`src/hw/mipsPkg.sv`:
```
package mipsPkg;

	//////////////////////////////////////////////////
	// Widths fixed by the instruction set
	//////////////////////////////////////////////////
	localparam int dataWidth    = 32;
	localparam int regAddrWidth = 5;
	localparam int memAddrWidth = 8;
	localparam int immWidth     = 16;	// I-type immediate field
	localparam int byteWidth    = 8;
	localparam int regCount     = 1 << regAddrWidth;
	localparam int memDepth     = 1 << memAddrWidth;	// Bytes of data memory

	//////////////////////////////////////////////////
	// Primary opcodes, instr[31:26]
	//////////////////////////////////////////////////
	typedef enum logic [5:0] {
		opTipoR = 6'b000000,	// Function field selects the operation
		opAddi  = 6'b001000,
		opAddiu = 6'b010001,	// Non-standard encoding kept from the decoder table
		opAndi  = 6'b001100,
		opBeq   = 6'b000100,
		opBne   = 6'b000101,
		opLb    = 6'b100000,
		opLbu   = 6'b100100,
		opLh    = 6'b100001,
		opLhu   = 6'b100101,
		opLui   = 6'b001111,
		opLw    = 6'b100011,
		opLwu   = 6'b100111,
		opOri   = 6'b001101,
		opSb    = 6'b101000,
		opSh    = 6'b101001,
		opSlti  = 6'b001010,
		opSltiu = 6'b001011,
		opSw    = 6'b101011,
		opXori  = 6'b001110,
		opHalt  = 6'b111111
	} opcodeT;

	// ALU operations, coded as MIPS function fields
	typedef enum logic [5:0] {
		aluPassB = 6'b000000,	// Operand B straight through, for LUI
		aluAdd   = 6'b100000,
		aluAddu  = 6'b100001,
		aluSub   = 6'b100010,
		aluAnd   = 6'b100100,
		aluOr    = 6'b100101,
		aluXor   = 6'b100110,
		aluSlt   = 6'b101010,
		aluSltu  = 6'b101011
	} aluFuncT;

	// Data memory access size
	typedef enum logic [1:0] {
		memNone = 2'd0,
		memByte = 2'd1,
		memHalf = 2'd2,
		memWord = 2'd3
	} memSizeT;

endpackage

```
`src/hw/regFile.sv`:
```
`timescale 1ns/10ps

module regFile (
	input  logic                             clk,
	input  logic                             rstN,
	input  logic                             writeEn,
	input  logic [mipsPkg::regAddrWidth-1:0] writeAddr,
	input  logic [mipsPkg::dataWidth-1:0]    writeData,
	input  logic [mipsPkg::regAddrWidth-1:0] readAddrA,
	input  logic [mipsPkg::regAddrWidth-1:0] readAddrB,
	output logic [mipsPkg::dataWidth-1:0]    readDataA,
	output logic [mipsPkg::dataWidth-1:0]    readDataB
);

	import mipsPkg::*;

	logic [dataWidth-1:0] regs [regCount];

	// Write at the end of the cycle
	always_ff @(posedge clk)
	begin
		if (!rstN)
		begin
			for (int i = 0; i < regCount; i++)
				regs[i] <= '0;
		end
		else if (writeEn && (writeAddr != '0))	// Register 0 stays zero
		begin
			regs[writeAddr] <= writeData;
		end
	end

	// Reads see the value before this cycle's write
	always_comb
	begin
		readDataA = (readAddrA == '0) ? '0 : regs[readAddrA];
		readDataB = (readAddrB == '0) ? '0 : regs[readAddrB];
	end

endmodule

```
`config.mk`:
```
export PLATFORM = sky130hd
export DESIGN_NAME = regFile
export DESIGN_NICKNAME = d
export VERILOG_FILES = /design/src/hw/mipsPkg.sv /design/src/hw/regFile.sv
export SDC_FILE = /design/constraint.sdc
export NUM_CORES = 2
export LEC_CHECK = 0
export ABC_AREA = 1
export BUFFER_PORTS_ARGS = -buffer_cell sky130_fd_sc_hd__clkbuf_2
export CORE_MARGIN = 8
export CORE_UTILIZATION = 30
export DETAILED_ROUTE_END_ITERATION = 7
export PLACE_DENSITY_LB_ADDON = 0.1
export SYNTH_ARGS = -nofsm -noshare
export SYNTH_HDL_FRONTEND = slang
export SYNTH_SLANG_ARGS = --single-unit
```
`constraint.sdc`:
```
create_clock -name clk -period 2.9 [get_ports clk]
set_clock_uncertainty 0.15 [all_clocks]
set_input_delay 0.29 -clock clk [delete_from_list [all_inputs] [get_ports clk]]
set_output_delay 0.29 -clock clk [all_outputs]
set_load 0.05 [all_outputs]
```
# --- After elaboration in Yosys (flattened, before gate mapping) ---
# Memories as Yosys holds them, arrays and structs flattened.
# Index checks and enable logic that the tools add are counted.
classes:
  n_mux: 9
  reduce_logical: 5
ops:
  columns: ["op", "count"]
  rows:
  - ["two-way mux 32 bit", 3]
  - ["OR reduction 32 bit", 1]
  - ["logical NOT 5 bit", 2]
  - ["two-way mux 1 bit", 5]
  - ["two-way mux 5 bit", 1]
  - ["nonzero test 5 bit", 1]
  - ["logical AND 1 bit", 1]
word_totals:
  ff_bits: 0
  ram_bits: 1024
  input_bits: 50
  output_inout_bits: 64
  word_cells: 15
  n_memories: 1
mem_list:
  columns: ["name", "depth", "word_bits", "rd", "rd_ports_with_merged_regs", "wr", "line_no", "text"]
  rows:
  - ["regs", 32, 32, 2, 0, 32, "regFile.sv:17", "logic [dataWidth-1:0] regs [regCount];"]

# --- Longest topological paths before layout ---
logic_depth:
  word_depth: 7
  mapped_depth: 13
  ltp_nobuf: 10

# --- Least setup slack after synthesis ---
# OpenSTA, ideal clock, no wires.
synth_timing:
  path_kind: "input to register"
  start: "in writeAddr[3] (netlist name)"
  end: "mem regs[10][0] (enable)"
  setup_ns: 0.389
  t_arrival_ns: 1.921
  required_ns: 2.361
  setup_slack_ns: 0.439
  stages: 11
  path_buffers: 1
  path_cell_list: "inv_1 > nand3_1 > inv_1 > nand2_1 > nand3_1 > inv_1 > nand3_1 > inv_1 > nand2_1 > buf_2 > nand2_1"
synth_lines:
  columns: ["element", "line_no", "text"]
  rows:
  - ["from (decl)", "regFile.sv:7", "input logic [mipsPkg::regAddrWidth-1:0] writeAddr,"]
  - ["to (decl)", "regFile.sv:17", null]

==> metrics <==
vias in the first global route=50,700; post-synth cell types=20; critical path type=reg2out; worst-case clock buffer depth=3; status=finished clean; clk slew on worst S/H paths=0.06 ns; layout cells sized above 1=10.9%; min Tclk post-route=2.84 ns; Global Route Usage Sum=25.6%; max-cap viol count=0; Top reg by flops=regs; GP Congestion=0.851; total number of vias=53,500; Final Power=between 40 and 50 mW; post-synth top area cell=edfxtp_1; Routed WL per cell=27.2 um; DRT antenna net count=0; Die H=451 um; P&R area growth vs syn=20.4%; Post-Synthesis Cells=about 7,300; biggest regs=regs: 1024 flops; Via density=5.38; worst-margin pin slew=0.914 ns; largest net degree at the start of global routing=80; Min-Delay Path Class=in2reg; Root Driver=clkbuf_16; max FFs per register=1,024; syn avg cell area=7.81 um2; initial antenna violation count=7; DIE AREA=0.203 mm2; final worst slack=around 0.055 ns; fin cells=~10,000; pwr dens=roughly 600 mW/mm2; Final Setup Violations=0; number of port buffers=113; crit-path max FO=2; Synth area leaders=edfxtp_1, nand2_1, nor2_1; placed cell count=9,676; DR pass1 iterations=6; worst hold path depth=4; synthesized cell area=approximately 0.057 mm2; htree depth=4; TritonCTS clock tree=done; final period utilization=98.1%; Initial Util=30.2%; # rows=159; crit path DAT=between 2 and 2.5 ns; first-pass GRT wire length=379 mm; Max-slew headroom=approximately 39%; grt total ovfl=0; Critical Path End Type=primary output; Post-CTS Setup Inserts=0; worst vdd ir=452 uV; CP required=2.46 ns; register bit total from synthesis=1,024; Placement Setup Slack=-0.0235 ns; Startpoint Class=flop; post-layout util=a little over a third; source of the worst hold timing path=writeData[10]; WL final=around 270 mm; yosys warns=0; Seq/Total Area, Yosys=54.3%; initial drt markers=6,248; Post-DP HPWL=about 160 mm; fmax=roughly 0.35 GHz; clk sinks=slightly above 1,000; cts bufs inserted=131; RSZ-0062 raised after global routing=yes; top-area cell type share of the netlist area=54.3%; total core area=between 0.15 and 0.2 mm2; worst hold slack=between 0.06 and 0.07 ns; Horiz. Die Dim=~450 um; layout net count=7,396; Boundary Pins=114; leak pwr=between 20 and 30 nW; DRC Markers=0; Final Hold Viols=0; Endpoint, Worst Hold=regs[12][10]; Slew Limit Fails=0
==> synthesized netlist by cell type, drive strengths merged <==
library cell	number
nand2	2084
nor2	1790
edfxtp	1024
nand3	984
o21ai	435
buf	339
clkbuf	289
inv	153
a21oi	121
o211ai	23
nor3	8
clkinv	3
conb	1
nand4	1
==> what timing repair did <==
item | CTS | global route
gates cloned | 0 | 2
setup endpoints to repair | 14 | 28
resized for setup | 22 | 38
endpoints found under the hold margin | 885 | 0
pin swaps | 0 | 4
hold buffers | 30 | 0
==> power by group <==
| group | internal [mW] | switching [mW] | total [mW] |
|---|---|---|---|
| logic | 2.05 | 4.49 | 6.54 |
| clock network | 9.36 | 6.86 | 16.2 |
| registers | 17.1 | 0.431 | 17.5 |
| total | 28.5 | 11.8 | 40.3 |
==> worst max-delay path by stage <==
stage,start,slack [ns],end,cells past startpoint
final,regs[11][6],0.06,readDataA[6],9
after global routing,regs[2][22],-0.008,readDataB[22],12
after CTS,regs[19][0],0.005,readDataB[0],10
after detailed placement,readAddrB[0],-0.02,readDataB[30],14
after global placement,readAddrB[0],-0.04,readDataB[22],13
after floorplan,writeAddr[3],0.44,regs[10][0],11
==> worst max-delay path, cell delays in order, from the launching register on <==
cell	delay, ns
edfxtp_1	0.40
nand2_1	0.08
nand3_1	0.08
nand3_1	0.09
nand2_1	0.06
nand2_1	0.05
nand2_1	0.09
nor2_1	0.38
nor2_1	0.20
buf_12	0.19
==> stage by stage <==
stage | TNS [ns] | area (um2)
2_1_floorplan | 0 | 56800
3_3_place_gp | -0.0774 | 63600
3_5_place_dp | -0.0235 | 63600
4_1_cts | 0 | 68100
5_1_grt | -0.0140 | 68200
6_report | 0 | 68200
==> area by class of cell <==
| class | instances | area [um2] |
|---|---|---|
| fillers | 19300 | 120000 |
| flip-flops and latches | 1024 | 30700 |
| multi-input cells | 5478 | 22900 |
| repair buffers | 555 | 6720 |
| clock buffers | 160 | 3490 |
| well taps | 2495 | 3120 |
| clock inverters | 72 | 634 |
| inverters | 156 | 628 |
| diodes | 2 | 5.00 |
==> placed cells by master, fill, tap and decap left out, types with 2 or more instances in the layout <==
cell | Yosys | final
nand2_1 | 2084 | 2016
nor2_1 | 1790 | 1764
edfxtp_1 | 1024 | 1024
nand3_1 | 984 | 980
o21ai_0 | 396 | 396
buf_4 | 25 | 265
buf_12 | 0 | 197
inv_1 | 151 | 146
clkbuf_16 | 0 | 138
a21oi_1 | 121 | 120
nand2_2 | 0 | 68
clkbuf_2 | 1 | 44
o21ai_1 | 39 | 39
clkinv_1 | 3 | 33
conb_1 | 1 | 32
dlygate4sd3_1 | 0 | 30
clkbuf_1 | 288 | 24
o211ai_1 | 23 | 23
nor2_2 | 0 | 20
clkinv_2 | 0 | 14
bufinv_16 | 0 | 9
nor3_1 | 8 | 8
clkbuf_4 | 0 | 7
nor2_4 | 0 | 6
clkinvlp_4 | 0 | 6
inv_8 | 0 | 5
clkinv_8 | 0 | 5
inv_6 | 0 | 5
nand3_2 | 0 | 4
buf_8 | 0 | 4
inv_2 | 2 | 3
buf_16 | 0 | 3
diode_2 | 0 | 2
inv_4 | 0 | 2
buf_2 | 255 | 2
==> metal layers <==
metal	wire length (um)	vias to the layer above	global-route usage [%]
met4	12300	0	10.7
li1	-	24000	-
met3	21000	561	3.93
met1	114000	26200	34.3
met5	0	-	0
met2	124000	2685	41.2
==> logic make-up (layout without fill, tap and decap cells) <==
family	Yosys count	count (layout)	share of synthesized area, %
other cells	1	34	0.00662
simple gates	4867	4867	34.4
flops	1024	1024	54.3
compound gates	579	579	5.22
buf+inv	784	943	6.06
Note: power is estimated with default switching activity, not from simulation.
