$ cat config.mk
export PLATFORM = sky130hd
export DESIGN_NAME = fetchUnit
export DESIGN_NICKNAME = d
export VERILOG_FILES = /design/src/hw/mipsPkg.sv /design/src/hw/fetchUnit.sv
export SDC_FILE = /design/constraint.sdc
export NUM_CORES = 1
export LEC_CHECK = 0
export BUFFER_PORTS_ARGS = -buffer_cell sky130_fd_sc_hd__buf_2
export CAP_MARGIN = 20
export CELL_PAD_IN_SITES_DETAIL_PLACEMENT = 0
export CELL_PAD_IN_SITES_GLOBAL_PLACEMENT = 2
export CORE_MARGIN = 5
export CORE_UTILIZATION = 35
export DETAILED_ROUTE_END_ITERATION = 8
export HOLD_SLACK_MARGIN = 0.05
export PLACE_DENSITY_LB_ADDON = 0.1
export RECOVER_POWER = 25
export SLEW_MARGIN = 30
export SYNTH_ARGS = -nofsm -noshare
export SYNTH_HDL_FRONTEND = slang
export SYNTH_SLANG_ARGS = --single-unit
$ cat constraint.sdc
create_clock -name clk -period 5.38 [get_ports clk]
set_input_delay 0.538 -clock clk [delete_from_list [all_inputs] [get_ports clk]]
set_output_delay 0.538 -clock clk [all_outputs]
set_load 0.005 [all_outputs]
$ cat src/hw/mipsPkg.sv
package mipsPkg;

	//////////////////////////////////////////////////
	// Widths fixed by the instruction set
	//////////////////////////////////////////////////
	localparam int dataWidth    = 32;
	localparam int regAddrWidth = 5;
	localparam int memAddrWidth = 8;
	localparam int immWidth     = 16;	// I-type immediate field
	localparam int byteWidth    = 8;
	localparam int regCount     = 1 << regAddrWidth;
	localparam int memDepth     = 1 << memAddrWidth;	// Bytes of data memory

	//////////////////////////////////////////////////
	// Primary opcodes, instr[31:26]
	//////////////////////////////////////////////////
	typedef enum logic [5:0] {
		opTipoR = 6'b000000,	// Function field selects the operation
		opAddi  = 6'b001000,
		opAddiu = 6'b010001,	// Non-standard encoding kept from the decoder table
		opAndi  = 6'b001100,
		opBeq   = 6'b000100,
		opBne   = 6'b000101,
		opLb    = 6'b100000,
		opLbu   = 6'b100100,
		opLh    = 6'b100001,
		opLhu   = 6'b100101,
		opLui   = 6'b001111,
		opLw    = 6'b100011,
		opLwu   = 6'b100111,
		opOri   = 6'b001101,
		opSb    = 6'b101000,
		opSh    = 6'b101001,
		opSlti  = 6'b001010,
		opSltiu = 6'b001011,
		opSw    = 6'b101011,
		opXori  = 6'b001110,
		opHalt  = 6'b111111
	} opcodeT;

	// ALU operations, coded as MIPS function fields
	typedef enum logic [5:0] {
		aluPassB = 6'b000000,	// Operand B straight through, for LUI
		aluAdd   = 6'b100000,
		aluAddu  = 6'b100001,
		aluSub   = 6'b100010,
		aluAnd   = 6'b100100,
		aluOr    = 6'b100101,
		aluXor   = 6'b100110,
		aluSlt   = 6'b101010,
		aluSltu  = 6'b101011
	} aluFuncT;

	// Data memory access size
	typedef enum logic [1:0] {
		memNone = 2'd0,
		memByte = 2'd1,
		memHalf = 2'd2,
		memWord = 2'd3
	} memSizeT;

endpackage

$ cat src/hw/fetchUnit.sv
`timescale 1ns/10ps

module fetchUnit (
	input  logic                          clk,
	input  logic                          rstN,
	input  logic                          branchTaken,
	input  logic [mipsPkg::dataWidth-1:0] branchOffset,	// Sign-extended word offset
	input  logic                          halt,
	output logic [mipsPkg::dataWidth-1:0] pc,
	output logic                          halted
);

	import mipsPkg::*;

	logic [dataWidth-1:0] pcStep;
	logic [dataWidth-1:0] pcTarget;
	logic [dataWidth-1:0] pcNext;

	assign pcStep   = pc + dataWidth'(4);
	assign pcTarget = pcStep + {branchOffset[dataWidth-3:0], 2'b00};	// Offset times 4
	assign pcNext   = branchTaken ? pcTarget : pcStep;

	always_ff @(posedge clk)
	begin
		if (!rstN)
		begin
			pc     <= '0;
			halted <= 1'b0;
		end
		else
		begin
			// HALT holds pc from its own edge onwards
			if (!(halt || halted))
				pc <= pcNext;
			if (halt)
				halted <= 1'b1;	// Sticky until reset
		end
	end

endmodule

# After elaboration in Yosys (flattened, before gate mapping)

Index checks and enable logic that the tools add are counted.

Reductions and logical operators: 1
Muxes and demuxes: 1
Add/subtract/negate cells: 2

Operators with widths:

| kind                  | number |
|---|---|
| $add 32x3->32 const B | 1 |
| $add 32x32->32        | 1 |
| $mux 32               | 1 |
| $logic_or 1x1->1      | 1 |

Word-level logic and storage cells: 6
Output and inout bits: 33
Input port bits: 36
Flip-flop bits (word level): 33

# Logic depth before layout (Yosys ltp)

Depth in word-level cells: 3
Depth in mapped cells: 18
Depth with buffers taken out: 17

# Least setup slack after synthesis

Ideal clock, no wire load.

Kind: reg-to-reg
Start point: register pc[4] (netlist name)
End point: register pc[30] (netlist name)
Stages on the path, launching flop included: 15
Arrival: 3,290 ps
Slack: 1,968 ps
Buffers on the path: 1
Library setup time: 122 ps
Period minus slack after synthesis: 3,412 ps
Required time: 5,258 ps
Cell sequence: dfxtp_1 -> and4_1 -> and4_1 -> buf_4 -> nand2_1 -> nor4_1 -> and2_1 -> and4_1 -> xor2_1 -> ha_1 -> a21o_1 -> a221o_1 -> a21oi_1 -> nor4_1 -> a221o_1

Word-level cells in the longest chain between the ends: 3

Ends and longest elaborated chain:

| what                   | line            | source |
|---|---|---|
| start, declared        | fetchUnit.sv:9  | `output logic [mipsPkg::dataWidth-1:0] pc,` |
| start signal, assigned | fetchUnit.sv:34 | `pc <= pcNext;` |
| $add 32x3->32 *        | fetchUnit.sv:19 | `assign pcStep = pc + dataWidth'(4);` |
| $add 32x32->32         | fetchUnit.sv:20 | `assign pcTarget = pcStep + {branchOffset[dataWidth-3:0], 2'b00};` |
| $mux 32 *              | fetchUnit.sv:21 | `assign pcNext = branchTaken ? pcTarget : pcStep;` |

Every way passes the cells marked *; elsewhere a longest branch is shown, timed or not.
A chain may end at the register's enable or synchronous reset.

# Worst setup path in the final report

Start point: register pc[4] (netlist name)
End point: register pc[31] (netlist name)

Same word-level chain as after synthesis.

==> summary.txt <==
Timing
  • Slew headroom: between 30 and 40%
  • Tcrit/Tclk final: 77.6%
  • PnR worst setup slack: ~1200 ps
  • Hold Violations, Final: 0
  • RSZ-0062 raised after global routing: no
  • Final setup viols: 0
  • Final setup skew: about 12 ps
  • Hold Slack: 506 ps
  • Worst slew pin tran: around 960 ps
  • Setup TNS: 0 ps
  • Tmin final: around 4200 ps
  • Max Clock Freq: 239 MHz
  • Final slew viol count: 0

Job
  • Max-cap viol count: 0

CTS
  • Clk buf depth: 2
  • CTS tree: done
  • CTS Buf Count: 5
  • # hold bufs at CTS: 0
  • CTS root buf: clkbuf_8
  • Sink Count: 31
  • Worst-Skew Late Latency: about 300 ps
  • PostCTS Resize Cnt: 0
  • H-tree Lvls: 2
  • Worst-path clk slew: ~80 ps
  • Post-CTS Setup Bufs: 0

Critical path
  • Max FO, Critical Path: 8
  • Critical Path AT: 4400 ps
  • Critical path endpoint category: flop
  • Setup slack, reg-to-reg: 1200 ps
  • Reg2Reg Depth: 16
  • Crit path kind: reg2reg
  • Crit start category: flop
  • CP Data Required Time: approximately 5600 ps

Finish
  • Ant. Diodes: 0
  • Share of layout cells above drive strength 1: 13.4%
  • Area Overhead vs Synth: 12.9%
  • Fin area: around 4200 sq um
  • Final #Nets: around 630

Yosys
  • Syn avg cell area: roughly 7.3 sq um
  • Synth Area in Compound Gates: about 29%
  • Largest family of logic cells by synthesized area: compound AO/OA/AOI/OAI gates
  • Seq/Total Area, Yosys: 16.7%
  • Synth warn: 0
  • Synth Area in XOR/XNOR: a little over a tenth
  • Mux cell area share after synthesis: 0.808%
  • Gate Count Post-Synth: 509
  • Mapped cell area: around 3700 sq um
  • Adder-Cell Fraction of Synth Area: between 10% and 20%
  • Post-Synth Simple-Gate Area: about a quarter
  • Number of flops mapped to enable cells by yosys: 0
  • Synth cell types: 60
  • Synthesized flop and latch total: 31
  • Top_reg_cell synth: dfxtp_1
  • Asr flop ratio synth: 0%

Global route
  • First-pass GRT wire length: around 20 mm
  • Largest net degree at the start of global routing: 53
  • Initial antenna violation count: 0
  • Total gr overflow: 0
  • Number of global-route vias before repair: 3,856
  • Total GRT Usage: between 10% and 20%

Power
  • Leak pwr: just under 0.002 uW
  • Pwr dens: 191 nW/um^2
  • Peak VDD IR: slightly below 0.08 mV
  • Total Power: 800 uW

Detailed routing
  • Antenna-violating nets left: 0
  • Routed len/inst: roughly 18 microns
  • Initial DRC Count: 193
  • Routed vias/inst: ~5.6
  • Drt pass-1 iters: 4
  • DR vias: slightly below 4,000
  • Routed WL: around 12 mm
  • DRC Markers: 0

Floorplan
  • Core area: around 10,000 sq um
  • IO Pins: 69
  • Chip Height: roughly 110 microns
  • Die area: approximately 13,000 sq um
  • Die span in x: roughly 110 microns
  • Site row count: 37
  • Initial Util: a little over a third

Place
  • Port bufs: 64
  • Hpwl dp: roughly 9.2 mm
  • Gp weighted congestion: roughly 0.87
  • Area after DPL: approximately 4100 sq um
  • Pre-CTS setup slack: between 1000 and 1500 ps

Status
  • Status: completed

Hold path
  • Worst hold path type: reg2reg
  • Hold Path Stages: 2
where the power goes:
group          switching, uW  total (uW)  internal [uW]
clock                    107         198           91.2
sequential              27.7         274            247
combinational            190         328            138
registers in the layout (all words and copies together), names as in the netlist:
register and cells:
halted 1, pc 30
stage by stage:
step,instances,util (%)
global route,697,40.6
floorplan,510,-
global placement,689,39.9
finish,697,40.6
detailed placement,689,39.9
CTS,697,40.7
final timing paths:
kind                            startpoint  endpoint
worst min register to register      pc[31]    pc[31]
worst max register to register       pc[4]    pc[31]
worst max-delay path                 pc[4]    pc[31]
worst min-delay path                pc[31]    pc[31]
routing by layer:
| metal | track usage [%] | up-vias | wire (microns) |
|---|---|---|---|
| met5 | 0 | - | 0 |
| met1 | 26.1 | 1843 | 5970 |
| li1 | - | 1978 | - |
| met2 | 30.8 | 91 | 5520 |
| met3 | 3.37 | 20 | 504 |
| met4 | 5.21 | 0 | 270 |
worst max-delay path, stage by stage (launching register included):
cell and delay [ps]:
dfxtp_1 490, and4_1 300, and3_1 260, nand3_1 300, nor2_1 210, xor2_1 270
ha_1 240, nand3_1 140, o221ai_1 240, o211ai_1 210, a211oi_1 390, o2111ai_1 230
a31oi_1 210, o31ai_1 100, a21o_1 180, a31o_1 210, a21oi_2 110
layout by cell type (no fill, tap or decap), types with 4 or more instances in the layout:
master	instances
buf_2	56
nor2_1	54
nand2_1	49
a21oi_1	45
ha_1	37
o21ai_0	36
dfxtp_1	31
xnor2_1	26
a21o_1	20
xor2_1	19
nand3_1	18
inv_1	16
nor3_1	11
clkbuf_1	10
o21bai_1	8
a211oi_1	8
and4_1	7
nand4_1	7
and3_1	7
a22oi_1	7
o211ai_1	6
a311oi_1	5
clkbuf_8	5
and2_1	4
o22ai_1	4
o31ai_1	4
cell type report:
| class | instances | area [sq um] |
|---|---|---|
| inverter | 16 | 60.1 |
| sequential | 31 | 621 |
| tap | 136 | 170 |
| clock inverter | 1 | 5.00 |
| clock buffer | 7 | 76.3 |
| fill | 1105 | 6130 |
| multi-input combinational | 440 | 2940 |
| timing repair buffer | 66 | 325 |
Yosys cell counts, types with 5 or more instances:
cell	count	share of area [%]
a211oi_1	8	1.6
a21o_1	20	4.0
nor2_1	55	5.6
o211ai_1	6	1.2
and3_1	7	1.2
dfxtp_1	31	17
xor2_1	19	4.5
clkbuf_1	17	1.7
ha_1	37	12
nand4_1	7	1.2
nand3_1	18	2.4
inv_1	16	1.6
nor3_1	11	1.5
o21ai_0	36	4.8
o21bai_1	8	1.6
and4_1	7	1.6
a311oi_1	5	1.2
buf_4	5	1.0
xnor2_1	26	6.1
nand2_1	49	4.9
a21oi_1	45	6.1
a22oi_1	7	1.4
kinds of logic (layout without fill, tap and decap cells):
family / Yosys count / in the layout
adders and majority gates: 38 / 38
muxes: 3 / 3
and+or+nand+nor: 184 / 184
xor gates and xnor gates: 45 / 45
DFF: 31 / 31
AOI/OAI and AO/OA: 168 / 168
other: 1 / 2
buffers and inverters: 39 / 90
Note: power is estimated with default switching activity, not from simulation.
