$ cat src/hw/mipsPkg.sv
package mipsPkg;

	//////////////////////////////////////////////////
	// Widths fixed by the instruction set
	//////////////////////////////////////////////////
	localparam int dataWidth    = 32;
	localparam int regAddrWidth = 5;
	localparam int memAddrWidth = 8;
	localparam int immWidth     = 16;	// I-type immediate field
	localparam int byteWidth    = 8;
	localparam int regCount     = 1 << regAddrWidth;
	localparam int memDepth     = 1 << memAddrWidth;	// Bytes of data memory

	//////////////////////////////////////////////////
	// Primary opcodes, instr[31:26]
	//////////////////////////////////////////////////
	typedef enum logic [5:0] {
		opTipoR = 6'b000000,	// Function field selects the operation
		opAddi  = 6'b001000,
		opAddiu = 6'b010001,	// Non-standard encoding kept from the decoder table
		opAndi  = 6'b001100,
		opBeq   = 6'b000100,
		opBne   = 6'b000101,
		opLb    = 6'b100000,
		opLbu   = 6'b100100,
		opLh    = 6'b100001,
		opLhu   = 6'b100101,
		opLui   = 6'b001111,
		opLw    = 6'b100011,
		opLwu   = 6'b100111,
		opOri   = 6'b001101,
		opSb    = 6'b101000,
		opSh    = 6'b101001,
		opSlti  = 6'b001010,
		opSltiu = 6'b001011,
		opSw    = 6'b101011,
		opXori  = 6'b001110,
		opHalt  = 6'b111111
	} opcodeT;

	// ALU operations, coded as MIPS function fields
	typedef enum logic [5:0] {
		aluPassB = 6'b000000,	// Operand B straight through, for LUI
		aluAdd   = 6'b100000,
		aluAddu  = 6'b100001,
		aluSub   = 6'b100010,
		aluAnd   = 6'b100100,
		aluOr    = 6'b100101,
		aluXor   = 6'b100110,
		aluSlt   = 6'b101010,
		aluSltu  = 6'b101011
	} aluFuncT;

	// Data memory access size
	typedef enum logic [1:0] {
		memNone = 2'd0,
		memByte = 2'd1,
		memHalf = 2'd2,
		memWord = 2'd3
	} memSizeT;

endpackage

$ cat src/hw/controlUnit.sv
`timescale 1ns/10ps

module controlUnit (
	input  mipsPkg::opcodeT  op,
	input  mipsPkg::aluFuncT funct,
	output logic             memToReg,	// Writeback from memory
	output logic             memWrite,
	output logic             aluSrc,	// Operand B is the immediate
	output logic             regDst,	// Write Rd instead of Rt
	output logic             regWrite,
	output logic             branch,
	output logic             branchNe,	// Branch on not equal
	output mipsPkg::aluFuncT aluFunc,
	output logic             signExt,
	output logic             loadUnsigned,
	output mipsPkg::memSizeT memSize,
	output logic             halt
);

	import mipsPkg::*;

	always_comb
	begin
		// NOP unless the opcode says otherwise
		memToReg     = 1'b0;
		memWrite     = 1'b0;
		aluSrc       = 1'b0;
		regDst       = 1'b0;
		regWrite     = 1'b0;
		branch       = 1'b0;
		branchNe     = 1'b0;
		aluFunc      = aluAdd;
		signExt      = 1'b0;
		loadUnsigned = 1'b0;
		memSize      = memNone;
		halt         = 1'b0;

		case (op)
			opTipoR:
			begin
				aluFunc  = funct;
				regDst   = 1'b1;
				regWrite = 1'b1;
			end

			//////////////////////////////////////////////////
			// Immediate arithmetic and logic, result to Rt
			//////////////////////////////////////////////////
			opAddi, opAddiu, opSlti, opSltiu:
			begin
				aluSrc   = 1'b1;
				regWrite = 1'b1;
				signExt  = 1'b1;
				case (op)
					opAddi:  aluFunc = aluAdd;
					opAddiu: aluFunc = aluAddu;
					opSlti:  aluFunc = aluSlt;
					default: aluFunc = aluSltu;
				endcase
			end
			opAndi, opOri, opXori:
			begin
				aluSrc   = 1'b1;
				regWrite = 1'b1;	// Zero-extended immediate
				case (op)
					opAndi:  aluFunc = aluAnd;
					opOri:   aluFunc = aluOr;
					default: aluFunc = aluXor;
				endcase
			end
			opLui:
			begin
				aluFunc  = aluPassB;	// Extender already shifted the immediate
				aluSrc   = 1'b1;
				regWrite = 1'b1;
			end

			//////////////////////////////////////////////////
			// Loads and stores, base plus signed offset
			//////////////////////////////////////////////////
			opLb, opLbu, opLh, opLhu, opLw, opLwu:
			begin
				memToReg     = 1'b1;
				aluSrc       = 1'b1;
				regWrite     = 1'b1;
				signExt      = 1'b1;
				loadUnsigned = (op == opLbu) || (op == opLhu);
				case (op)
					opLb, opLbu: memSize = memByte;
					opLh, opLhu: memSize = memHalf;
					default:     memSize = memWord;	// LWU same as LW
				endcase
			end
			opSb, opSh, opSw:
			begin
				memWrite = 1'b1;
				aluSrc   = 1'b1;
				signExt  = 1'b1;
				case (op)
					opSb:    memSize = memByte;
					opSh:    memSize = memHalf;
					default: memSize = memWord;
				endcase
			end

			// Compare rs with rt, offset sign-extended
			opBeq, opBne:
			begin
				branch   = 1'b1;
				branchNe = (op == opBne);
				aluFunc  = aluSub;
				signExt  = 1'b1;
			end

			opHalt: halt = 1'b1;

			default: ;	// Unknown opcode runs as NOP
		endcase
	end

endmodule

$ cat config.mk
export PLATFORM = sky130hd
export DESIGN_NAME = controlUnit
export DESIGN_NICKNAME = d
export VERILOG_FILES = /design/src/hw/mipsPkg.sv /design/src/hw/controlUnit.sv
export SDC_FILE = /design/constraint.sdc
export NUM_CORES = 1
export LEC_CHECK = 0
export ABC_AREA = 1
export CAP_MARGIN = 20
export CORE_AREA = 2 2 39 41
export DETAILED_ROUTE_END_ITERATION = 10
export DIE_AREA = 0 0 41 43
export DONT_BUFFER_PORTS = 1
export PLACE_DENSITY = 0.47
export SLEW_MARGIN = 20
export SYNTH_ARGS = -nofsm -noshare
export SYNTH_HDL_FRONTEND = slang
export SYNTH_SLANG_ARGS = --single-unit
$ cat constraint.sdc
create_clock -name vclk -period 1.1
set_clock_uncertainty 0.1 [all_clocks]
set_input_delay 0.22 -clock vclk [all_inputs]
set_output_delay 0.22 -clock vclk [all_outputs]
set_load 0.02 [all_outputs]
* After elaboration in Yosys (flattened, before gate mapping)
Cells that the tools add are included.
** Storage, ports and cells
- Register bits :: 0
** Cells by class
- Reduce and logical (&&, ||, !) cells :: 12
- Equal/unequal tests :: 20
- Multiplexer cells :: 16
** Operators with widths (count)
- equality test 6 bit (second input constant) :: 10
- equality test 6 x 4 -> 1 bit (second input constant) :: 7
- one-hot mux 6 bit (5 select lines) :: 1
- OR reduction 15 bit :: 2
- OR reduction 17 bit :: 1
- one-hot mux 2 bit (2 select lines) :: 4
- equality test 6 x 3 -> 1 bit (second input constant) :: 2
- one-hot mux 4 bit (3 select lines) :: 1
- 2-to-1 mux 1 bit :: 10
- equality test 6 x 5 -> 1 bit (second input constant) :: 1
- logical NOT 6 bit :: 1
- OR reduction 2 bit :: 3
- OR reduction 3 bit :: 2
- OR reduction 6 bit :: 1
- OR reduction 4 bit :: 1
- logical OR 1 bit :: 1

* Depth between registers and ports, before layout
- Depth after elaboration :: 4
- Depth in mapped cells :: 7

* Worst setup path after synthesis
No wires, ideal clock.
- Path kind :: input-to-output
- Start point :: input port op[5]
- End point :: output port aluFunc[2]
- Stages on the path :: 4
- Data required time :: 780 ps
- Arrival time :: 1073 ps
- Path slack :: -293 ps
- Cells stage by stage :: nor2_1 -> buf_4 -> nand2_1 -> o21ai_0
** Between the ends
- Cells in the longest elaborated chain, start to end :: 3
- Elaborated cells between the ends (all ways) :: 15
** RTL lines
- from (decl) :: RTL line controlUnit.sv:4 : input mipsPkg::opcodeT op,
- equality test 6 x 4 -> 1 bit (tied with other cells) :: RTL line controlUnit.sv:38 : case (op)
- OR reduction 4 bit (tied with other cells) :: RTL line controlUnit.sv:38
- one-hot mux 6 bit (5 select lines) (*) :: RTL line controlUnit.sv:38
- to (decl) :: RTL line controlUnit.sv:13 : output mipsPkg::aluFuncT aluFunc,
Mark *: on every way between the ends. The rest lies on a longest branch, timed or not.

* Worst setup path after layout
- Start point :: input port op[4]
- End point :: output port regWrite
** Between the ends
- Cells in the longest elaborated chain, start to end :: 3
- Elaborated cells between the ends (all ways) :: 17
** RTL lines
- equality test 6 bit (tied with other cells) :: RTL line controlUnit.sv:38
- OR reduction 15 bit (no line) (*)
- 2-to-1 mux 1 bit (*) :: RTL line controlUnit.sv:38
- to (decl) :: RTL line controlUnit.sv:10 : output logic regWrite,
Marked as above.

==> reports/metrics.csv <==
stage,metric,value,unit
outcome,status,"finished, violations left",
outcome,violations,setup timing,
critical_path,worstPathMaxFanout,10,
timing,final_max_slew_viol_count,0,
power_and_ir_drop,switching_share,58.2,%
synth,syn_area_per_cell,4.67,sq um
job,maxCapViolCount,0,
synth,yosysMostFrequentCell,nand2_1,
route,routedWlPerCell,12.6,microns
place,port_buffers,0,
synth,ys_seq_area_share,0,%
synth,synth_top_area_cell,nand3_1,
die,die-area,1760,sq um
route,wl,1570,microns
critical_path,path_buf_inv,1,
power_and_ir_drop,p_total,0.000260,W
timing,relSlewSlack,81.3,%
die,core,1380,sq um
route,vias,634,
timing,tns,-579,ps
layout,seq_cell_count,0,
critical_path,cp_top_family,simple AND/OR/NAND/NOR gates,
critical_path,start_kind,input pin,
route,drtIter0Drc,6,
layout,stdcell_area,887,sq um
critical_path,endpoint_kind,output port,
place,gp_congestion,0.832,
critical_path,worstPathCellList,nor2_4 -> buf_12 -> nand3_2 -> nand3_1 -> nor2_1 -> nand2_2,
layout,ff_latch_area,0,sq um
timing,whs,390,ps
synth,netlist_instances,86,
power_and_ir_drop,leakagePower,0.409,nW
grt,grt_pass1_wl,2270,microns
place,dp_hpwl,1220,microns
timing,fin_crit,1220,ps
timing,finalSetupViolCount,11,
synth,synth.distinct_cells,17,
die,fp.dieH,43,microns
die,io_pins,30,
layout,clkbuf_count,0,
power_and_ir_drop,comb_power_share,100.0,%
synth,synth_top_area_share,22.4,%
synth,yosysWarnings,0,
timing,fmax,0.822,GHz
grt,antenna_found_initial,0,
route,ant_nets,0,
critical_path,slowest_stage,buf_12,
timing,worstMarginPinSlew,280,ps
grt,grt_max_degree,11,
timing,worst_slack,-116,ps
layout,finalNetCount,122,
grt,grt_pass1_vias,546,
synth,synthesis.area,402,sq um
die,die_w,41,microns
timing,hold_violations,0,
power_and_ir_drop,seq_power_share,0,%
route,dr.pass1.iters,4,
layout,insertedDiodeCount,0,
layout,final_layout_size_suffix_gt1_share,68.5,%
grt,grt_usage,17.7,%
power_and_ir_drop,ir_drop,0.144,mV
die,rows,14,
synth,yosys-top-cells-area,"nand3_1 (22%), nand2_1 (20%), nor2_1 (15%)",
critical_path,worstPathArrival,900,ps
timing,min_period_over_period,111,%
layout,area_growth,121,%
place,place_area,697,sq um
grt,gr-total-overflow,0,
power_and_ir_drop,pwr_density_cell,293,nW/um^2
critical_path,worst-setup-path-type,in2out,
power_and_ir_drop,power.switching,0.000151,W
power_and_ir_drop,pwr-share-clk,0,%
route,via_per_inst,5.11,
power_and_ir_drop,internal_power,0.000109,W
critical_path,worst_ep_required_time,780,ps
synth,ys_top_cells_by_count,"nand2_1 (21), nand3_1 (18), nor2_1 (16)",
die,initial_core_util,29.0,%
worst_hold_path,hold_path.class,in2out,
critical_path,critPathMaxStageDelay,150,ps
route,drc,0,
timing,rsz0062_at_grt,yes,
synth,synthesis.nets,98,
==> cell type report <==
type               count  area [sq um]
repair buffers        23           204
fillers              133           497
well taps             16          20.0
multi-input cells     71           574
inverters             14          88.8
==> metrics by stage <==
step                      util (%)  cells  worst slack (ps)
after global routing          64.1    124              -155
after floorplan                  -     86             -52.3
after CTS                     57.0    123             -97.3
after detailed placement      50.4    122              -136
final                         64.1    124              -116
after global placement        50.4    122              -127
==> routing by layer <==
metal  global-route usage (%)  routed length, microns  vias up  part of all wire (%)
met5                        0                       0        -                     0
met4                     2.00                      19        0                   1.2
met3                     1.05                      77        2                   4.9
met2                     28.4                     818       19                    52
met1                     25.7                     652      287                    42
li1                         -                       -      326                     -
==> worst paths after layout <==
path	depth (start not counted)	slack, ps	to	startpoint
worst max-delay path	6	-120	regWrite	op[4]
worst min-delay path	1	390	memToReg	op[3]
==> power groups by stage <==
stage | registers [W] | logic, W | clock network (W)
2_1_floorplan | 0 | 0.000150 | 0
3_3_place_gp | 0 | 0.000218 | 0
3_5_place_dp | 0 | 0.000218 | 0
4_1_cts | 0 | 0.000242 | 0
5_1_grt | 0 | 0.000279 | 0
6_report | 0 | 0.000260 | 0
==> repair_timing <==
item | CTS | global route
cloned | 0 | 0
hold endpoints to repair | 0 | 0
setup buffers | 1 | 2
pin swaps | 9 | 9
hold buffers | 0 | 0
resized for setup | 22 | 21
setup endpoints to repair | 13 | 15
==> cell families after synthesis <==
group | after synthesis | synth area share (%)
simple gates | 66 | 77.9
buf+inv | 15 | 15.0
compound gates | 4 | 4.98
xor+xnor | 1 | 2.18
==> cell usage in the layout (no fill, tap or decap), drive strengths merged <==
| master | Yosys | routed |
|---|---|---|
| a21oi | 1 | 1 |
| buf | 1 | 23 |
| clkinvlp | 0 | 1 |
| inv | 14 | 13 |
| nand2 | 22 | 22 |
| nand3 | 20 | 20 |
| nand4 | 1 | 1 |
| nor2 | 20 | 20 |
| nor3 | 2 | 2 |
| nor4 | 1 | 1 |
| o21ai | 3 | 3 |
| xnor2 | 1 | 1 |
(Power assumes the default switching activity.)
