**config.mk**
```make
export PLATFORM = sky130hd
export DESIGN_NAME = aluUnit
export DESIGN_NICKNAME = d
export VERILOG_FILES = /design/src/hw/mipsPkg.sv /design/src/hw/aluUnit.sv
export SDC_FILE = /design/constraint.sdc
export NUM_CORES = 1
export LEC_CHECK = 0
export ABC_AREA = 1
export BUFFER_PORTS_ARGS = -buffer_cell sky130_fd_sc_hd__buf_4
export CORE_ASPECT_RATIO = 0.7
export CORE_MARGIN = 4
export CORE_UTILIZATION = 24
export DETAILED_ROUTE_END_ITERATION = 8
export PLACE_DENSITY = 0.48
export RECOVER_POWER = 50
export SYNTH_ARGS = -nofsm -noshare
export SYNTH_HDL_FRONTEND = slang
export SYNTH_SLANG_ARGS = --single-unit
```
**constraint.sdc**
```tcl
create_clock -name vclk -period 8
set_clock_uncertainty 0.1 [all_clocks]
set_input_delay 1.6 -clock vclk [all_inputs]
set_output_delay 1.6 -clock vclk [all_outputs]
set_load 0.01 [all_outputs]
```
**src/hw/mipsPkg.sv**
```systemverilog
package mipsPkg;

	//////////////////////////////////////////////////
	// Widths fixed by the instruction set
	//////////////////////////////////////////////////
	localparam int dataWidth    = 32;
	localparam int regAddrWidth = 5;
	localparam int memAddrWidth = 8;
	localparam int immWidth     = 16;	// I-type immediate field
	localparam int byteWidth    = 8;
	localparam int regCount     = 1 << regAddrWidth;
	localparam int memDepth     = 1 << memAddrWidth;	// Bytes of data memory

	//////////////////////////////////////////////////
	// Primary opcodes, instr[31:26]
	//////////////////////////////////////////////////
	typedef enum logic [5:0] {
		opTipoR = 6'b000000,	// Function field selects the operation
		opAddi  = 6'b001000,
		opAddiu = 6'b010001,	// Non-standard encoding kept from the decoder table
		opAndi  = 6'b001100,
		opBeq   = 6'b000100,
		opBne   = 6'b000101,
		opLb    = 6'b100000,
		opLbu   = 6'b100100,
		opLh    = 6'b100001,
		opLhu   = 6'b100101,
		opLui   = 6'b001111,
		opLw    = 6'b100011,
		opLwu   = 6'b100111,
		opOri   = 6'b001101,
		opSb    = 6'b101000,
		opSh    = 6'b101001,
		opSlti  = 6'b001010,
		opSltiu = 6'b001011,
		opSw    = 6'b101011,
		opXori  = 6'b001110,
		opHalt  = 6'b111111
	} opcodeT;

	// ALU operations, coded as MIPS function fields
	typedef enum logic [5:0] {
		aluPassB = 6'b000000,	// Operand B straight through, for LUI
		aluAdd   = 6'b100000,
		aluAddu  = 6'b100001,
		aluSub   = 6'b100010,
		aluAnd   = 6'b100100,
		aluOr    = 6'b100101,
		aluXor   = 6'b100110,
		aluSlt   = 6'b101010,
		aluSltu  = 6'b101011
	} aluFuncT;

	// Data memory access size
	typedef enum logic [1:0] {
		memNone = 2'd0,
		memByte = 2'd1,
		memHalf = 2'd2,
		memWord = 2'd3
	} memSizeT;

endpackage

```
**src/hw/aluUnit.sv**
```systemverilog
`timescale 1ns/10ps

module aluUnit (
	input  mipsPkg::aluFuncT              func,
	input  logic [mipsPkg::dataWidth-1:0] a,
	input  logic [mipsPkg::dataWidth-1:0] b,
	output logic [mipsPkg::dataWidth-1:0] result,
	output logic                          zero
);

	import mipsPkg::*;

	logic lessSigned;
	logic lessUnsigned;

	assign lessSigned   = $signed(a) < $signed(b);
	assign lessUnsigned = a < b;

	always_comb
	begin
		result = '0;
		case (func)
			// No overflow trap, so signed and unsigned add match
			aluAdd, aluAddu: result = a + b;
			aluSub:          result = a - b;
			aluAnd:          result = a & b;
			aluOr:           result = a | b;
			aluXor:          result = a ^ b;
			aluSlt:
			begin
				result[0] = lessSigned;	// 0 or 1
			end
			aluSltu:
			begin
				result[0] = lessUnsigned;
			end
			aluPassB:        result = b;
			default:         result = '0;
		endcase
	end

	// Equal compare for branches
	assign zero = (result == '0);

endmodule

```
# Word-level counts from Yosys, hierarchy flattened

Index checks and enable logic that the tools add are counted.

Flip-flop bits (word level): 0
Bits of input ports: 70
Output and inout bits: 33
Word-level logic and storage cells: 20

Add/subtract/negate cells: 2
$lt $le $gt $ge: 2
Equality and inequality tests: 8
Multiplexer cells: 2
Bitwise operators: 3
Reductions and logical operators: 3

Operators by type and width:

| cell                                 | number |
|---|---|
| 31-bit case mux with 6 select lines  | 1 |
| 32-bit less-than comparator          | 2 |
| 6-bit == test, second input constant | 8 |
| 32-bit adder                         | 1 |
| 32-bit AND                           | 1 |
| 32-bit logical NOT                   | 1 |
| 32-bit bitwise OR                    | 1 |
| 32-bit subtractor                    | 1 |
| 32-bit XOR                           | 1 |
| 1-bit case mux with 8 select lines   | 1 |
| 6-bit logical NOT                    | 1 |
| 2-bit OR reduction                   | 1 |

# Depth between registers and ports, before layout

Gate-level depths: netlist of the first run.

Depth after elaboration: 4
Depth in mapped cells: 21
Gate-level depth less buffers: 20

# Least setup slack after synthesis of the first run

Ideal clock, no wire load.

Kind: in2out
Start point: input port a[0] (netlist bit)
End point: output port zero
Data arrival time: 3.521 ns
Required time: 6.300 ns
Path slack: 2.779 ns
Stages on the path: 15
Path buffers: 0
Cells stage by stage: ha_1 fa_1 nand3_1 nand2_4 nand2_1 nand2_1 nand2_1 nand2_1 nand3_1 nand3_1 nand3_1 nand3_1 nor2_1 nand3_1 nor2_1

Cells in the longest elaborated chain, start to end: 3
Elaborated cells between the ends (all ways): 10
Classes of those cells: add/sub (2); order compare (2); mux (2); bitwise (3); reduce/logical (1)

Ends and longest elaborated chain:

| item                                              | line                         | text |
|---|---|---|
| from (decl)                                       | aluUnit.sv:5                 | `input logic [mipsPkg::dataWidth-1:0] a,` |
| 32-bit subtractor or 32-bit adder (tied branches) | aluUnit.sv:25, aluUnit.sv:24 |  |
| 31-bit case mux with 6 select lines *             | aluUnit.sv:22                | `case (func)` |
| via result (one bit)                              | aluUnit.sv:7                 | `output logic [mipsPkg::dataWidth-1:0] result,` |
| 32-bit logical NOT *                              | aluUnit.sv:43                | `assign zero = (result == '0);` |
| to (decl)                                         | aluUnit.sv:8                 | `output logic zero` |

The timed path passes the listed nets; every way through them passes the cells marked *.

# Worst setup path in the final report of the first run

Start point: input port b[13] (netlist bit)
End point: output port zero

Cells in the longest elaborated chain, start to end: 3
Elaborated cells between the ends (all ways): 10
Classes of those cells: add/sub (2); order compare (2); mux (2); bitwise (3); reduce/logical (1)

Ends and longest elaborated chain:

| item                                                                                      | line          | text |
|---|---|---|
| from (decl)                                                                               | aluUnit.sv:6  | `input logic [mipsPkg::dataWidth-1:0] b,` |
| 32-bit subtractor, or another cell as far along                                           | aluUnit.sv:25 | `aluSub: result = a - b;` |
| 31-bit case mux with 6 select lines or 1-bit case mux with 8 select lines (tied branches) | aluUnit.sv:22 |  |
| 32-bit logical NOT *                                                                      | aluUnit.sv:43 |  |

Every way passes the cells marked *; elsewhere a longest branch is shown, timed or not.

==> impl_results.md, run 1 <==
- Hold Crit Class: input port to primary output
- Post-route setup TNS: 0 ns
- Launch instance of the worst min-delay path: b[30]
- Critical path launch point type: input port
- GP Congestion: 1.03
- Number of detailed-route iterations in the first pass: 6
- Most instantiated library cell after synthesis: nand2_1
- Total congestion overflow: 0
- Outcome: complete, no violations
- Post-synthesis instance area: approximately 0.0072 mm²
- Summed area of non-filler cells in the final layout: 0.00818 mm²
- Number of resized instances in the post-cts repair step: 0
- Worst path cell trace: buf_4 -> inv_1 -> ha_1 -> inv_1 -> a21oi_1 -> o21ai_1 -> a21oi_1 -> nand2_1 -> nand3_1 -> a21oi_1 -> nor2_1 -> nand2_1 -> nor2_1 -> nand4_1 -> nor2_1 -> buf_4
- FFs & Latches: 0
- Final-report setup violation count: 0
- CP max FO: 8
- Width of the die: 215 µm
- Full die area: 0.0329 mm²
- Leakage component of the power: 4.96 nW
- Area growth, synth to finish: 13.5%
- Most area-hungry cell type in the Yosys netlist: nand2_1
- Post-DP HPWL: 30800 µm
- Power, Total: 518 µW
- Peak Freq: 0.147 GHz
- Drt initial violations: 934
- Synthesized area per cell: 5.03 µm²
- Master of the slowest instance on the critical path: ha_1
- Transition time at the pin with the least slew margin: 1.25 ns
- Count of distinct cell types in the synthesized netlist: 37
- Floorplan Core Area: roughly 0.029 mm²
- Initial Util: 0.247
- Delay of the slowest cell on the worst path: around 0.5 ns
- Post-route DRC violation count: 0
- Count of clock buffers in the final design: 0
- Maximum ir drop on the vdd rail: 0.0186 mV
- Unrepaired setup endpoints after global routing: no
- Area share of the largest cell type after synthesis: 0.225
- Sum of routed wire length over all layers: 35700 µm
- Final layout net count: 1682
- Area contributors post-synth: nand2_1, ha_1, inv_1, nand3_1, nor2_1
- Launch point of the critical path: b[13]
- Final number of max-transition violations: 0
- Required arrival time at the worst endpoint: 6.30 ns
- Worst slack at placement: 1.58 ns
- Via count: just over 9000
- Hold violation total from the final report: 0
- Fraction of the cycle the final worst path needs: 0.849
- Global-route usage over all layers: 0.209
- Average vias per placed instance: 4.88
- Number of placement rows: 52
- Wire length of the first global-routing pass: 53700 µm
- Placed Area: 0.00823 mm²
- Number of synthesis warnings: 0
- Cell Pwr Density: roughly 63 mW/mm²
- Worst-case hold slack: 3.58 ns
- Final antenna-violating net count: 0
- Ranking of synthesized cells by instance count: nand2_1, inv_1, nor2_1
- Kind of critical path: input port to primary output
- Area of all sequential standard cells: 0 µm²
- Share of cells above drive strength 1: 0.106
- Fraction of the core area covered by cells at the end of the flow: 0.280
- Maximum number of pins on one net before global-route repair: 27
- Post-CTS Setup Repair Bufs: 0
- Worst relative slew slack: 0.167
- Count of input and output buffers: between 100 and 150
- PnR worst setup slack: 1.21 ns
- Final min period: just under 7 ns
- Wire length per cell: ~19 µm
- Endpoint class of the critical path: primary output
- Number of antenna violations at the first check in global routing: 1
- Post-route non-filler standard cell count: 1883
- Register area share after synthesis: 0
- Net count after synthesis: 1608
- Quantity of hold-fixing buffers added after cts: 0
- N_diodes: 0
- Placed Instances: ~1900
- Gate Count Post-Synth: ~1400
- Data arrival time of the critical path: a little over 5 ns
- Die Y: 153 µm
- Critical path buffers and inverters: 4
- Number of global-route vias before repair: ~8500
- Kind of cell adding the most delay to the critical path: simple AND/OR/NAND/NOR gates
- Max-cap violations: 0
- Top-level port count: 103
-- logic make-up after synthesis --
kind of cell | share of synthesized area
compound gates | 0.117
xor+xnor | 0.00122
fa+ha+maj | 0.184
buf+inv | 0.198
simple gates | 0.499
-- placed cells by master, fill, tap and decap left out, drive strengths merged, types with 2 or more instances in the layout --
master,n
o21bai,4
nor2,185
inv,311
nand2,453
clkinv,2
o21ai,30
o22ai,44
fa,2
nor3,14
clkbuf,14
a211oi,2
a21oi,58
nand3,151
ha,103
a221oi,3
o221ai,2
buf,93
nand3b,5
or2,4
nand4,20
-- layout make-up --
class	instances	area, µm²
Tap cell	378	473
Fill cell	3468	21000
Multi-Input combinational cell	1085	5780
Timing Repair Buffer	107	751
Inverter	313	1170
-- where the power goes --
group	internal, mW	switching, mW	leakage, nW	total, mW
combinational	0.154	0.364	4.96	0.518
sequential	0	0	0	0
clock	0	0	0	0
-- worst paths after layout --
kind	to	slack [ns]	depth (start not counted)
setup / recovery	zero	1.21	16
hold / removal	result[30]	3.58	4
-- per-layer routing --
| layer | GRT usage | share of wire |
|---|---|---|
| met1 | 0.353 | 0.53 |
| met2 | 0.275 | 0.36 |
| met4 | 0.0126 | 0.0079 |
| met3 | 0.0373 | 0.10 |
| met5 | 0 | 0.00020 |
Note: power is estimated with default switching activity, not from simulation.
==> run 2: changes to the inputs <==
--- a/config.mk
+++ b/config.mk
@@ -11,7 +11,7 @@
 export CORE_MARGIN = 4
 export CORE_UTILIZATION = 24
 export DETAILED_ROUTE_END_ITERATION = 8
-export PLACE_DENSITY = 0.48
+export PLACE_DENSITY = 0.49
 export RECOVER_POWER = 50
 export SYNTH_ARGS = -nofsm -noshare
 export SYNTH_HDL_FRONTEND = slang
==> constraint.sdc (replaced) <==
create_clock -name vclk -period 5.45
set_clock_uncertainty 0.1 [all_clocks]
set_input_delay 1.09 -clock vclk [all_inputs]
set_output_delay 1.09 -clock vclk [all_outputs]
set_load 0.01 [all_outputs]
==> run 2 against run 1 <==
Compared with the run above:
- combinational power increased by 52%
- cell area is 2.8% higher
- wire length is 0.53% lower
- setup slack got worse by 1.0 ns
- global-route usage down 0.40 points
- utilization increased by 0.78 points
- hold slack worse by 1.1 ns
- non-clock buffer count is 19 higher
- die area is the same
- cell count rose by 1.0%
- critical path type unchanged
==> impl_results.md, run 2 (same netlist as run 1, synthesis figures left out) <==
- Outcome: complete, no violations
- Post-route setup TNS: 0 ns
- Width of the die: 215 µm
- Number of detailed-route iterations in the first pass: 6
- Required arrival time at the worst endpoint: between 4 and 5 ns
- Maximum number of pins on one net before global-route repair: 33
- Drt initial violations: 1200
- Wire length of the first global-routing pass: 52500 µm
- Transition time at the pin with the least slew margin: 0.745 ns
- Max-cap violations: 0
- Most frequent standard cell in the layout excluding fill and tap cells: nand2_1
- Final-report setup violation count: 0
- PnR worst setup slack: between 0.15 and 0.2 ns
- Final antenna-violating net count: 0
- Global-route usage over all layers: 0.205
- Initial Util: 0.247
- GP Congestion: 1.00
- Post-DP HPWL: 30800 µm
- Sum of routed wire length over all layers: between 30000 and 40000 µm
- Hold violation total from the final report: 0
- Unrepaired setup endpoints after global routing: no
- Fraction of the core area covered by cells at the end of the flow: 0.288
- Maximum ir drop on the vdd rail: between 0.02 and 0.03 mV
- Timing endpoint of the critical path: zero
- Floorplan Core Area: 0.0292 mm²
- CP max FO: 8
- FFs & Latches: 0
- Worst relative slew slack: 0.498
- Data arrival time of the critical path: 4.08 ns
- Peak Freq: about 0.19 GHz
- Worst-case hold slack: 2.48 ns
- Wire length per cell: 18.7 µm
- Critical path launch point type: input port
- Commonest non-fill, non-tap cells in the layout: nand2_1, inv_1, nor2_1
- Number of placement rows: 52
- N_diodes: 0
- Number of antenna violations at the first check in global routing: 0
- Launch point of the critical path: b[24]
- Share of cells above drive strength 1: 0.135
- Cell Pwr Density: about 94 mW/mm²
- Area of all sequential standard cells: 0 µm²
- Leakage component of the power: around 5.1 nW
- Average vias per placed instance: between 4 and 5
- Die Y: around 150 µm
- Count of input and output buffers: 103
- Worst slack at placement: 0.114 ns
- Final layout net count: 1701
- Count of clock buffers in the final design: 0
- Total congestion overflow: 0
- Number of fillers in the final layout: 3405
- Full die area: roughly 0.033 mm²
- Via count: 9296
- Final number of max-transition violations: 0
- Top-level port count: 103
- Fraction of the cycle the final worst path needs: 0.966
- Number of global-route vias before repair: 8542
- Hold Crit Class: input port to primary output
- Endpoint class of the critical path: primary output
- Launch instance of the worst min-delay path: b[30]
- Area growth, synth to finish: 16.7%
- Post-route DRC violation count: 0
- Kind of critical path: input port to primary output
- Final min period: between 5 and 6 ns
## run 2: cell types whose count changed in the layout (fill, tap and decap cells not counted), moves of 3 or more
cell	change
a21oi_1	-4
clkbuf_1	-6
a21oi_2	+4
buf_4	+25
ha_2	+5
nor2_2	+6
nand2_2	+3
nand2_1	-3
nor2_1	-7
ha_1	-5
## run 2: power by group
part / internal [mW] / total [mW] / switching [mW]
Sequential: 0 / 0 / 0
Combinational: 0.245 / 0.788 / 0.542
Clock: 0 / 0 / 0
## run 2: area by class of cell
type                       instances  area, µm²  area share
multi-input combinational       1085       5840       0.695
inverter                         313       1170       0.140
timing repair buffer             126        916       0.109
tap                              378        473      0.0563
## run 2: routing by layer
metal	GRT usage	part of all wire	vias up
met3	0.0504	0.12	10
met4	0.00490	0.0024	0
met2	0.276	0.36	412
met1	0.336	0.52	4257
met5	0	0	-
li1	-	-	4617
## run 2: worst max-delay path, cell delays in order
cell and delay, ns:
buf_4 0.09, inv_1 0.06, ha_1 0.49, a21oi_2 0.36, o21a_1 0.18, nand2_1 0.07
a21oi_1 0.49, nand3_1 0.14, nand3_1 0.14, nand3_2 0.18, nor2_1 0.16, nand4_1 0.30
nor2_1 0.19, buf_4 0.14
## run 2: timing repair
action                     4_1_cts  5_1_grt
hold endpoints to repair         0        0
hold buffers                     0        0
gates resized for setup          0       21
setup buffers                    0        0
setup endpoints to repair        0        1
## run 2: worst min-delay path by stage
stage	slack, ns	end	cells past startpoint
5_1_grt	2.53	result[30]	4
6_report	2.48	result[30]	4
3_5_place_dp	2.49	result[30]	4
3_3_place_gp	2.49	result[30]	4
4_1_cts	2.49	result[30]	4
2_1_floorplan	2.26	result[30]	2
## run 2: stage by stage
step / power [mW] / cell area, µm² / std cells
6_report: 0.788 / 8400 / 1902
5_1_grt: 0.863 / 8400 / 1902
3_5_place_dp: 0.756 / 8370 / 1902
2_1_floorplan: 0.474 / 7200 / 1433
4_1_cts: 0.760 / 8370 / 1902
3_3_place_gp: 0.758 / 8370 / 1902
